==> src/qla_pkg.sv <==
package qla_pkg;

    // --------------------
    // bus geometry
    // --------------------
    localparam int NUM_AXES = 4;
    localparam int ADDR_W = 16;
    localparam int DATA_W = 32;
    localparam int CUR_W = 16;
    localparam int BOARD_ID_W = 4;

    // address split, channel in bits 7:4, offset in bits 3:0
    localparam int CHAN_LSB = 4;
    localparam int CHAN_W = 4;
    localparam int OFF_W = 4;

    // channel number, 0 is the board block
    typedef logic [CHAN_W-1:0] axis_sel_t;
    localparam axis_sel_t BOARD_CHAN = '0;

    // --------------------
    // register offsets
    // --------------------
    // axis block
    localparam logic [OFF_W-1:0] OFF_DAC_CMD = 4'd0;
    localparam logic [OFF_W-1:0] OFF_ADC_FB = 4'd1;
    localparam logic [OFF_W-1:0] OFF_SAFETY = 4'd2;
    // board block
    localparam logic [OFF_W-1:0] OFF_BOARD_CTRL = 4'd0;
    localparam logic [OFF_W-1:0] OFF_BOARD_ID = 4'd1;

    // safety check, trip on this many over-limit samples in a row
    localparam int SAFETY_COUNT = 4;
    localparam int CNT_W = $clog2(SAFETY_COUNT + 1);
    // safety read word: trip flag here, count in the low bits
    localparam int SAFE_TRIP_BIT = 31;

    // read strobe to read valid, in cycles
    localparam int READ_LATENCY = 2;

    // --------------------
    // register word
    // --------------------
    // one 32-bit word, seen either as a current or as board control
    typedef union packed {
        struct packed {
            logic [15:0]             unused;
            logic signed [CUR_W-1:0] cur;
        } dac;
        struct packed {
            logic [15:0]         rsvd_hi;
            logic [NUM_AXES-1:0] trip;      // read only
            logic [NUM_AXES-1:0] amp_en;    // read only
            logic [NUM_AXES-1:0] amp_mask;
            logic [2:0]          rsvd_lo;
            logic                pwr_en;
        } ctrl;
    } reg_word_t;

endpackage

==> src/reg_bus_if.sv <==
`timescale 1ns/1ns

// decoded register traffic, decoder to the register blocks
interface reg_bus_if import qla_pkg::*; ();

    // write side
    logic             wr_stb;
    axis_sel_t        wr_chan;
    logic [OFF_W-1:0] wr_off;
    reg_word_t        wr_data;

    // read side, data returns on the blocks' own rdata paths
    logic             rd_stb;
    axis_sel_t        rd_chan;
    logic [OFF_W-1:0] rd_off;

    // decoder side
    modport src (
        output wr_stb, wr_chan, wr_off, wr_data,
        output rd_stb, rd_chan, rd_off
    );

    // register block side
    modport dst (
        input wr_stb, wr_chan, wr_off, wr_data,
        input rd_stb, rd_chan, rd_off
    );

endinterface

==> src/reg_decoder.sv <==
`timescale 1ns/1ns

module reg_decoder import qla_pkg::*; (
    input  logic              sysclk,
    input  logic              rst_n,
    // host write
    input  logic              reg_wen,
    input  logic [ADDR_W-1:0] reg_waddr,
    input  logic [DATA_W-1:0] reg_wdata,
    // host read
    input  logic              reg_ren,
    input  logic [ADDR_W-1:0] reg_raddr,
    // decoded bus
    reg_bus_if.src            bus
);

    // --------------------
    // address split
    // --------------------
    axis_sel_t        wr_chan_in;
    logic [OFF_W-1:0] wr_off_in;
    axis_sel_t        rd_chan_in;
    logic [OFF_W-1:0] rd_off_in;

    // channel field sits right above the offset
    assign wr_chan_in = reg_waddr[CHAN_LSB +: CHAN_W];
    assign wr_off_in  = reg_waddr[OFF_W-1:0];
    assign rd_chan_in = reg_raddr[CHAN_LSB +: CHAN_W];
    assign rd_off_in  = reg_raddr[OFF_W-1:0];

    // --------------------
    // strobes
    // --------------------
    // one cycle from host strobe to bus strobe
    always_ff @(posedge sysclk) begin
        if (!rst_n) begin
            bus.wr_stb <= 1'b0;
            bus.rd_stb <= 1'b0;
        end else begin
            bus.wr_stb <= reg_wen;
            bus.rd_stb <= reg_ren;
        end
    end

    // --------------------
    // address and data
    // --------------------
    // captured with the strobe, only meaningful while it is high
    always_ff @(posedge sysclk) begin
        bus.wr_chan <= wr_chan_in;
        bus.wr_off  <= wr_off_in;
        // raw word, each block picks its own view
        bus.wr_data <= reg_wdata;
    end

    // unmapped channels pass through as well
    // nobody claims them, so their reads come back as zero
    always_ff @(posedge sysclk) begin
        bus.rd_chan <= rd_chan_in;
        bus.rd_off  <= rd_off_in;
    end

endmodule

==> src/axis_channel.sv <==
`timescale 1ns/1ns

module axis_channel import qla_pkg::*; #(
    // channel number on the bus, 1 and up
    parameter int unsigned AXIS_ID = 1
) (
    input  logic                    sysclk,
    input  logic                    rst_n,
    reg_bus_if.dst                  bus,
    // current feedback from the adc
    input  logic signed [CUR_W-1:0] cur_fb,
    input  logic                    adc_valid,
    // current command to the dac
    output logic signed [CUR_W-1:0] cur_cmd,
    output logic                    trip,
    output reg_word_t               rdata
);

    logic                    wr_hit;
    logic                    rd_hit;
    logic signed [CUR_W-1:0] fb_q;
    logic [CNT_W-1:0]        cnt_q;
    logic signed [CUR_W:0]   fb_ext;
    logic signed [CUR_W:0]   cmd_ext;
    logic [CUR_W:0]          fb_mag;
    logic [CUR_W:0]          cmd_mag;
    logic [CUR_W+1:0]        cmd_lim;
    logic                    over_lim;
    logic [CNT_W-1:0]        cnt_nxt;
    reg_word_t               rd_word;

    // only our own channel
    assign wr_hit = bus.wr_stb && (bus.wr_chan == CHAN_W'(AXIS_ID));
    assign rd_hit = bus.rd_stb && (bus.rd_chan == CHAN_W'(AXIS_ID));

    // --------------------
    // command register
    // --------------------
    always_ff @(posedge sysclk) begin
        if (!rst_n) begin
            cur_cmd <= '0;
        end else if (wr_hit && (bus.wr_off == OFF_DAC_CMD)) begin
            cur_cmd <= bus.wr_data.dac.cur;
        end
    end

    // --------------------
    // over-current test
    // --------------------
    // one extra bit so that -32768 has a magnitude
    assign fb_ext  = cur_fb;
    assign cmd_ext = cur_cmd;
    assign fb_mag  = fb_ext[CUR_W] ? -fb_ext : fb_ext;
    assign cmd_mag = cmd_ext[CUR_W] ? -cmd_ext : cmd_ext;
    // twice the command, one more bit again
    assign cmd_lim = {cmd_mag, 1'b0};
    assign over_lim = ({1'b0, fb_mag} > cmd_lim);

    // run length of over-limit samples, holds at SAFETY_COUNT
    always_comb begin
        cnt_nxt = '0;
        if (over_lim) begin
            if (cnt_q < CNT_W'(SAFETY_COUNT)) begin
                cnt_nxt = cnt_q + 1'b1;
            end else begin
                cnt_nxt = cnt_q;
            end
        end
    end

    // sample, counter and trip latch
    always_ff @(posedge sysclk) begin
        if (!rst_n) begin
            fb_q  <= '0;
            cnt_q <= '0;
            trip  <= 1'b0;
        end else begin
            if (adc_valid) begin
                fb_q <= cur_fb;
            end
            // any safety write rearms the axis, wins over a sample
            if (wr_hit && (bus.wr_off == OFF_SAFETY)) begin
                cnt_q <= '0;
                trip  <= 1'b0;
            end else if (adc_valid) begin
                cnt_q <= cnt_nxt;
                if (cnt_nxt == CNT_W'(SAFETY_COUNT)) begin
                    trip <= 1'b1;
                end
            end
        end
    end

    // --------------------
    // read data
    // --------------------
    always_comb begin
        rd_word = '0;
        case (bus.rd_off)
            OFF_DAC_CMD: rd_word.dac.cur = cur_cmd;
            OFF_ADC_FB:  rd_word.dac.cur = fb_q;
            OFF_SAFETY: begin
                rd_word[SAFE_TRIP_BIT] = trip;
                rd_word[CNT_W-1:0]     = cnt_q;
            end
            default:     rd_word = '0;
        endcase
    end

    // zero unless addressed, so the top can simply OR all blocks
    always_ff @(posedge sysclk) begin
        rdata <= rd_hit ? rd_word : '0;
    end

endmodule

==> src/board_regs.sv <==
`timescale 1ns/1ns

module board_regs import qla_pkg::*; (
    input  logic                       sysclk,
    input  logic                       rst_n,
    reg_bus_if.dst                     bus,
    input  logic [BOARD_ID_W-1:0]      board_id,
    // per-axis trip latches and read words
    input  logic [NUM_AXES-1:0]        axis_trip,
    input  reg_word_t [NUM_AXES-1:0]   axis_rdata,
    // amplifier control
    output logic [NUM_AXES-1:0]        amp_enable,
    output logic                       pwr_enable,
    // host read return
    output logic [DATA_W-1:0]          reg_rdata,
    output logic                       reg_rvalid
);

    logic                      ctrl_wr;
    logic                      rd_hit;
    logic [NUM_AXES-1:0]       mask_q;
    logic [NUM_AXES-1:0]       mask_nxt;
    logic                      pwr_nxt;
    logic [READ_LATENCY-2:0]   rd_pipe;
    reg_word_t                 status_word;
    reg_word_t                 id_word;
    reg_word_t                 own_rdata;
    reg_word_t                 merged;

    assign ctrl_wr = bus.wr_stb && (bus.wr_chan == BOARD_CHAN) &&
                     (bus.wr_off == OFF_BOARD_CTRL);
    assign rd_hit  = bus.rd_stb && (bus.rd_chan == BOARD_CHAN);

    // --------------------
    // control register
    // --------------------
    // next values feed amp_enable too, so both move on the same edge
    always_comb begin
        mask_nxt = mask_q;
        pwr_nxt  = pwr_enable;
        if (ctrl_wr) begin
            mask_nxt = bus.wr_data.ctrl.amp_mask;
            pwr_nxt  = bus.wr_data.ctrl.pwr_en;
        end
    end

    always_ff @(posedge sysclk) begin
        if (!rst_n) begin
            mask_q     <= '0;
            pwr_enable <= 1'b0;
            amp_enable <= '0;
        end else begin
            mask_q     <= mask_nxt;
            pwr_enable <= pwr_nxt;
            // tripped axes stay off until their trip is cleared
            amp_enable <= mask_nxt & {NUM_AXES{pwr_nxt}} & ~axis_trip;
        end
    end

    // --------------------
    // read side
    // --------------------
    always_comb begin
        status_word               = '0;
        status_word.ctrl.trip     = axis_trip;
        status_word.ctrl.amp_en   = amp_enable;
        status_word.ctrl.amp_mask = mask_q;
        status_word.ctrl.pwr_en   = pwr_enable;
    end

    // id in the low bits
    always_comb begin
        id_word                   = '0;
        id_word[BOARD_ID_W-1:0]   = board_id;
    end

    always_ff @(posedge sysclk) begin
        if (rd_hit && (bus.rd_off == OFF_BOARD_CTRL)) begin
            own_rdata <= status_word;
        end else if (rd_hit && (bus.rd_off == OFF_BOARD_ID)) begin
            own_rdata <= id_word;
        end else begin
            own_rdata <= '0;
        end
    end

    // all other words are zero unless addressed
    always_comb begin
        merged = own_rdata;
        for (int i = 0; i < NUM_AXES; i++) begin
            merged = merged | axis_rdata[i];
        end
    end
    assign reg_rdata = merged;

    // decoder stage is the first cycle of the latency, this is the rest
    always_ff @(posedge sysclk) begin
        if (!rst_n) begin
            rd_pipe <= '0;
        end else begin
            rd_pipe[0] <= bus.rd_stb;
            for (int i = 1; i < READ_LATENCY - 1; i++) begin
                rd_pipe[i] <= rd_pipe[i-1];
            end
        end
    end
    assign reg_rvalid = rd_pipe[READ_LATENCY-2];

endmodule

==> src/motor_ctrl_top.sv <==
`timescale 1ns/1ns

module motor_ctrl_top import qla_pkg::*; (
    input  logic                               sysclk,
    input  logic                               rst_n,
    // host register bus
    input  logic                               reg_wen,
    input  logic [ADDR_W-1:0]                  reg_waddr,
    input  logic [DATA_W-1:0]                  reg_wdata,
    input  logic                               reg_ren,
    input  logic [ADDR_W-1:0]                  reg_raddr,
    output logic [DATA_W-1:0]                  reg_rdata,
    output logic                               reg_rvalid,
    // current feedback, all axes sampled together
    input  logic signed [NUM_AXES-1:0][CUR_W-1:0] cur_fb,
    input  logic                               adc_valid,
    // amplifier side
    output logic [NUM_AXES-1:0][CUR_W-1:0]     cur_cmd,
    output logic [NUM_AXES-1:0]                amp_enable,
    output logic                               pwr_enable,
    // strapped board number
    input  logic [BOARD_ID_W-1:0]              board_id
);

    // --------------------
    // local wires
    // --------------------
    logic [NUM_AXES-1:0]      axis_trip;
    reg_word_t [NUM_AXES-1:0] axis_rdata;

    // decoded bus shared by all blocks
    reg_bus_if bus ();

    // --------------------
    // host decoder
    // --------------------
    reg_decoder reg_decoder_inst (
        .sysclk    (sysclk),
        .rst_n     (rst_n),
        .reg_wen   (reg_wen),
        .reg_waddr (reg_waddr),
        .reg_wdata (reg_wdata),
        .reg_ren   (reg_ren),
        .reg_raddr (reg_raddr),
        .bus       (bus)
    );

    // --------------------
    // axes
    // --------------------
    // array slot i answers on channel i+1
    for (genvar i = 0; i < NUM_AXES; i++) begin : g_axis
        axis_channel #(
            .AXIS_ID (axis_sel_t'(i + 1))
        ) axis_channel_inst (
            .sysclk    (sysclk),
            .rst_n     (rst_n),
            .bus       (bus),
            .cur_fb    (cur_fb[i]),
            .adc_valid (adc_valid),
            .cur_cmd   (cur_cmd[i]),
            .trip      (axis_trip[i]),
            .rdata     (axis_rdata[i])
        );
    end

    // --------------------
    // board block, channel 0
    // --------------------
    // also merges the axis read words onto the host bus
    board_regs board_regs_inst (
        .sysclk     (sysclk),
        .rst_n      (rst_n),
        .bus        (bus),
        .board_id   (board_id),
        .axis_trip  (axis_trip),
        .axis_rdata (axis_rdata),
        .amp_enable (amp_enable),
        .pwr_enable (pwr_enable),
        .reg_rdata  (reg_rdata),
        .reg_rvalid (reg_rvalid)
    );

endmodule

==> config.mk <==
export PLATFORM = sky130hd
export DESIGN_NAME = motor_ctrl_top
export DESIGN_NICKNAME = d
export VERILOG_FILES = /design/src/qla_pkg.sv /design/src/reg_bus_if.sv /design/src/reg_decoder.sv /design/src/axis_channel.sv /design/src/board_regs.sv /design/src/motor_ctrl_top.sv
export SDC_FILE = /design/constraint.sdc
export NUM_CORES = 1
export LEC_CHECK = 0
export ABC_AREA = 1
export BUFFER_PORTS_ARGS = -buffer_cell sky130_fd_sc_hd__buf_2
export CAP_MARGIN = 20
export CORE_UTILIZATION = 35
export CTS_CLUSTER_DIAMETER = 30
export DETAILED_ROUTE_END_ITERATION = 12
export PLACE_DENSITY = 0.65
export SLEW_MARGIN = 20
export SYNTH_ARGS = -nofsm -noshare
export SYNTH_HDL_FRONTEND = slang
export SYNTH_SLANG_ARGS = --single-unit
==> constraint.sdc <==
create_clock -name sysclk -period 2.5 [get_ports sysclk]
set_clock_uncertainty 0.1 [all_clocks]
set_input_delay 0.125 -clock sysclk [delete_from_list [all_inputs] [get_ports sysclk]]
set_output_delay 0.125 -clock sysclk [all_outputs]
set_load 0.05 [all_outputs]
Yosys cells after proc, flatten, opt, wreduce, memory -nomap -nowiden. Cells that the tools add are included.

Register bits after elaboration: 288. Output and inout bits: 102.

Add/sub/neg operators: 12. Equality and inequality tests: 15. Multiplexer cells: 28. Order comparisons: 8. Bitwise operators: 9. Reductions and logical operators: 38.

Operator list (number): $mux W17 (8); $neg A16 Y17 (8); $or A32 B32 Y32 (4); $pmux W13 S2 (4); $gt A17 B18 Y1 (4); $pmux W3 S3 (4); $eq A4 B2 Y1 const B (6); $mux W3 (8); $logic_and A1 B1 Y1 (21); $logic_not A4 Y1 (4); $mux W16 (1); $reduce_and A2 Y1 (8); $add A3 B1 Y3 const B (4); $eq A3 B3 Y1 const B (4); $eq A4 B1 Y1 const B (3); $lt A3 B3 Y1 const B (4); $reduce_or A2 Y1 (5); $and A4 B4 Y4 (2); $eq A4 B3 Y1 const B (2); $mux W4 (2); $not A4 Y4 (1); $not A1 Y1 (2); $mux W1 (1).

Depth between registers and ports, before layout.
Depth in word-level cells: 6. Mapped depth: 25.

Hierarchy. From an unflattened synthesis, not the netlist that was laid out.

Cell total of the unflattened synthesis: 2054. Area, all modules: 15314.7 um2.

By module, submodules not included: axis_channel at g_axis[0].axis_channel_inst ... (cells an instance 454, area an instance 3250.6 um2, seq. area each 1061.0 um2, times used 2); axis_channel at g_axis[2].axis_channel_inst (cells an instance 457, area an instance 3271.9 um2, seq. area each 1061.0 um2, times used 1); axis_channel at g_axis[3].axis_channel_inst (cells an instance 455, area an instance 3269.4 um2, seq. area each 1061.0 um2, times used 1); board_regs (cells an instance 180, area an instance 1256.2 um2, seq. area each 520.5 um2, times used 1); reg_decoder (cells an instance 54, area an instance 1016.0 um2, seq. area each 1001.0 um2, times used 1).

Least setup slack after synthesis. No wires, ideal clock.

Path kind: register -> register. Start point: register g_axis[1].axis_channel_inst.cur_cmd[0]. End point: register g_axis[1].axis_channel_inst.cnt_q[1]. Stages on the path, launching flop included: 19. Data arrival time: 2.857 ns. Setup slack: -0.527 ns. Setup time: 0.070 ns. Path buffers: 0. Path through: dfxtp_1 inv_1 ha_1 nand2_1 o21ai_1 o21a_1 nand2_1 a21oi_1 xor2_1 ha_1 nand2_1 nor2_1 nand3_1 nor2_1 nor2_1 nand2_1 nand2_1 or2_2 a21oi_1.

Cells in the longest elaborated chain, start to end: 4.

Ends and longest elaborated chain: start: declaration (line axis_channel.sv:14) `output logic signed [CUR_W-1:0] cur_cmd,`; start signal: assignment (line axis_channel.sv:43) `cur_cmd <= bus.wr_data.dac.cur;`; $neg A16 Y17 (line axis_channel.sv:54) `assign cmd_mag = cmd_ext[CUR_W] ? -cmd_ext : cmd_ext;`; $mux W17 (*) (line axis_channel.sv:54); $gt A17 B18 Y1 (*) (line axis_channel.sv:57) `assign over_lim = ({1'b0, fb_mag} > cmd_lim);`; $mux W3 (*) (line axis_channel.sv:62) `if (over_lim) begin`; end signal: assignment (line axis_channel.sv:86) `cnt_q <= cnt_nxt;`; end: declaration (line axis_channel.sv:22) `logic [CNT_W-1:0] cnt_q;`.

Mark *: on every way between the ends. The rest lies on a longest branch, timed or not. A chain may end at the register's enable or synchronous reset.

Worst setup path in the final report.
Start point: register g_axis[0].axis_channel_inst.cur_cmd[0]. End point: register g_axis[0].axis_channel_inst.cnt_q[1].

Cells in the longest elaborated chain, start to end: 4.

Ends and longest elaborated chain (line): start: declaration (axis_channel.sv:14); start signal: assignment (axis_channel.sv:43); $neg A16 Y17 (axis_channel.sv:54); $mux W17 (*) (axis_channel.sv:54); $gt A17 B18 Y1 (*) (axis_channel.sv:57); $mux W3 (*) (axis_channel.sv:62); end signal: assignment (axis_channel.sv:86); end: declaration (axis_channel.sv:22).

Marked as above.

==> flow_summary.ini <==
[cts]
cts_htree_levels = 3
clockBufferDepth = 3
tritoncts = done
cts_root_buffer = clkbuf_16
cts_made_buffers = 66
cts_sinks = 272
clk-insertion-delay-late_ps = 550
clk_pin_slew_ps = 50

[placed_design]
place_congestion = 0.896
placed_area_um2 = 16500
hpwl_um = 35200
place_ws_ps = -572
placement.io_buffers = 191

[timing]
setup_ws_ps = -394
hold_viol = 0
fmax_mhz = 346
rsz0062_at_grt = true
relSlewSlack = 0.577
tightest_slew_ps = 633
fin_crit_sh = 1.16
maxSlewViolCount = 0
setup_viol = 16
period_needed_ps = 2890

[pwr]
peakVddDrop_v = 0.000626
p_leak_nw = 9.34
powerDensity_nw_per_um2 = 713

[setup_path]
cp_max_fo = 3
required_ps = 2880
endpoint_kind = register
path_class = register to register
crit_arrival_ps = 3270
startpoint_type = register

[final_layout]
final_cell_mix = nand2_1, dfxtp_1, inv_1
nets = 2597
drive_above_1_share = 0.276
antenna_cells = 0
layout_commonest_cell = nand2_1
syn_to_final_growth_pct = 49.2
stdcell_area_um2 = 20400

[floorplan]
initial_utilization = 0.355
dieWidth_um = 200
rows = 72
io_pins = 239
fp.dieArea_um2 = 39900
coreArea_um2 = 38600
dieHeight_um = 200

[global_route]
grt_pass1_vias = 13513
grt_util_all_layers = 0.237
antenna_found_initial = 0
grt_pass1_wl_um = 72100
overflow = 0
grt_max_degree = 133

[detailed_routing]
via_per_inst = 4.82
antenna_left = 0
vias = 14228
drt-initial-drc-count = 962
drc = 0
routed_wl_um = 48500
wl_per_cell_um = 16.4
dr.pass1.iters = 5

[synth]
synth.avg_cell_area_um2 = 7.23
synth_flop_cell = dfxtp_1
ys_types = 45
synth_seq_cells = 272
synthCells = 1890
async_flop_share = 0
synth_edf_count = 0
yosys_warnings = 0
ys_seq_area_frac = 0.398
syn_area_um2 = 13700

[status]
failed_checks = negative setup slack
outcome = finished, violations left

[run]
maxCapViolCount = 0

[worst_hold_path]
min_path_type = primary input to register
-- critical path, cell delays in order (launching register included) --
cell and delay (ps):
dfxtp_4 350, inv_4 60, ha_4 120, inv_2 40, nor2_4 120, nand2_2 90
o31ai_4 330, buf_4 170, xor2_1 140, inv_1 50, ha_1 300, nand2_2 70
nor2_2 110, nand3_1 100, nor2_1 130, nor2_1 50, nand2_1 90, nand2_2 70
or2_4 230, a21oi_2 130
-- cells in the mapped netlist (2+ instances only) --
cell type,instances,area share
a21boi_0,2,0.0011
a21o_1,4,0.0022
a21oi_1,197,0.072
a22oi_1,2,0.0011
a31oi_1,2,0.00092
buf_2,14,0.0051
buf_4,15,0.0082
buf_6,2,0.0016
clkbuf_1,53,0.015
clkinv_1,3,0.00082
dfxtp_1,272,0.40
ha_1,76,0.070
inv_1,234,0.064
inv_2,5,0.0014
mux2i_1,2,0.0015
nand2_1,375,0.10
nand3_1,31,0.011
nand3b_1,5,0.0027
nand4_1,16,0.0073
nor2_1,208,0.057
nor3_1,46,0.017
nor3_2,3,0.0022
nor4_1,8,0.0037
o211ai_1,15,0.0082
o21a_1,3,0.0016
o21ai_0,166,0.061
o21ai_1,9,0.0033
o21ai_2,2,0.0013
o31ai_4,2,0.0031
or2_2,6,0.0027
xnor2_1,11,0.0070
xor2_1,88,0.056
-- layer usage --
layer	track usage	wire length, um	vias to the layer above
met4	0.114	1800	0
met1	0.308	21100	6541
li1	-	-	7067
met3	0.0407	3220	103
met2	0.380	22400	517
met5	0	0	-
-- per-stage QoR --
stage | hold WS, ps | total power [W] | util | cells | TNS (ps)
final | 38.0 | 0.0145 | 0.529 | 2952 | -4230
after global routing | 68.4 | 0.0150 | 0.529 | 2952 | -7220
after CTS | 31.4 | 0.0146 | 0.519 | 2936 | -3060
after detailed placement | 129 | 0.00568 | 0.428 | 2705 | -5630
after global placement | 129 | 0.00565 | 0.428 | 2705 | -4690
after floorplan | 52.7 | 0.00527 | - | 1908 | -1260
-- path summary, 6_finish.rpt --
check	end	from	cells past startpoint	slack, ps
min	g_axis[3].axis_channel_inst.fb_q[15]$_SDFFE_PN0P_	cur_fb[63]	4	40
min reg2reg	board_regs_inst.own_rdata[5]$_SDFF_PN0_	board_regs_inst.mask_q[1]$_SDFF_PN0_	2	350
max	g_axis[0].axis_channel_inst.cnt_q[1]$_SDFFE_PP0P_	g_axis[0].axis_channel_inst.cur_cmd[0]$_SDFFE_PN0P_	19	-390
max reg2reg	g_axis[0].axis_channel_inst.cnt_q[1]$_SDFFE_PP0P_	g_axis[0].axis_channel_inst.cur_cmd[0]$_SDFFE_PN0P_	19	-390
-- sequential cells by signal, summed over array words and instances (netlist names), 4 cells and up --
name and cells:
board_regs_inst.amp_enable 4, board_regs_inst.mask_q 4, board_regs_inst.own_rdata 16, g_axis.axis_channel_inst.cnt_q 12, g_axis.axis_channel_inst.cur_cmd 64, g_axis.axis_channel_inst.fb_q 64
g_axis.axis_channel_inst.rdata 68, g_axis.axis_channel_inst.trip 4, reg_decoder_inst.bus.rd_chan 4, reg_decoder_inst.bus.rd_off 4, reg_decoder_inst.bus.wr_chan 4, reg_decoder_inst.bus.wr_data 16
reg_decoder_inst.bus.wr_off 4
-- kinds of logic after synthesis --
family          synth area share
simple gates               0.212
compound gates             0.158
buf+inv                   0.0963
flops                      0.398
xor+xnor                  0.0634
fa+ha+maj                 0.0696
mux                      0.00146
other cells             0.000274
-- area by class of cell --
cell class | count | area [um2]
clock inverter | 36 | 462
multi-input combinational | 1309 | 7480
inverter | 242 | 928
clock buffer | 82 | 1830
tap | 518 | 648
timing repair buffer | 493 | 3540
sequential | 272 | 5500
fill | 3586 | 18200
-- repair_timing --
item,in CTS,in global routing
resized for setup,37,71
buffers inserted,13,16
hold buffers,100,0
pin swaps,43,56
endpoints found under the hold margin,103,0
setup endpoints to repair,16,16
-- power breakdown --
group          total [W]  internal [W]  switching, W
Combinational    0.00124      0.000548      0.000697
Sequential       0.00458       0.00446      0.000118
Clock            0.00872       0.00603       0.00269
Total             0.0145        0.0110       0.00351
Power figures use the tool's default switching activity.
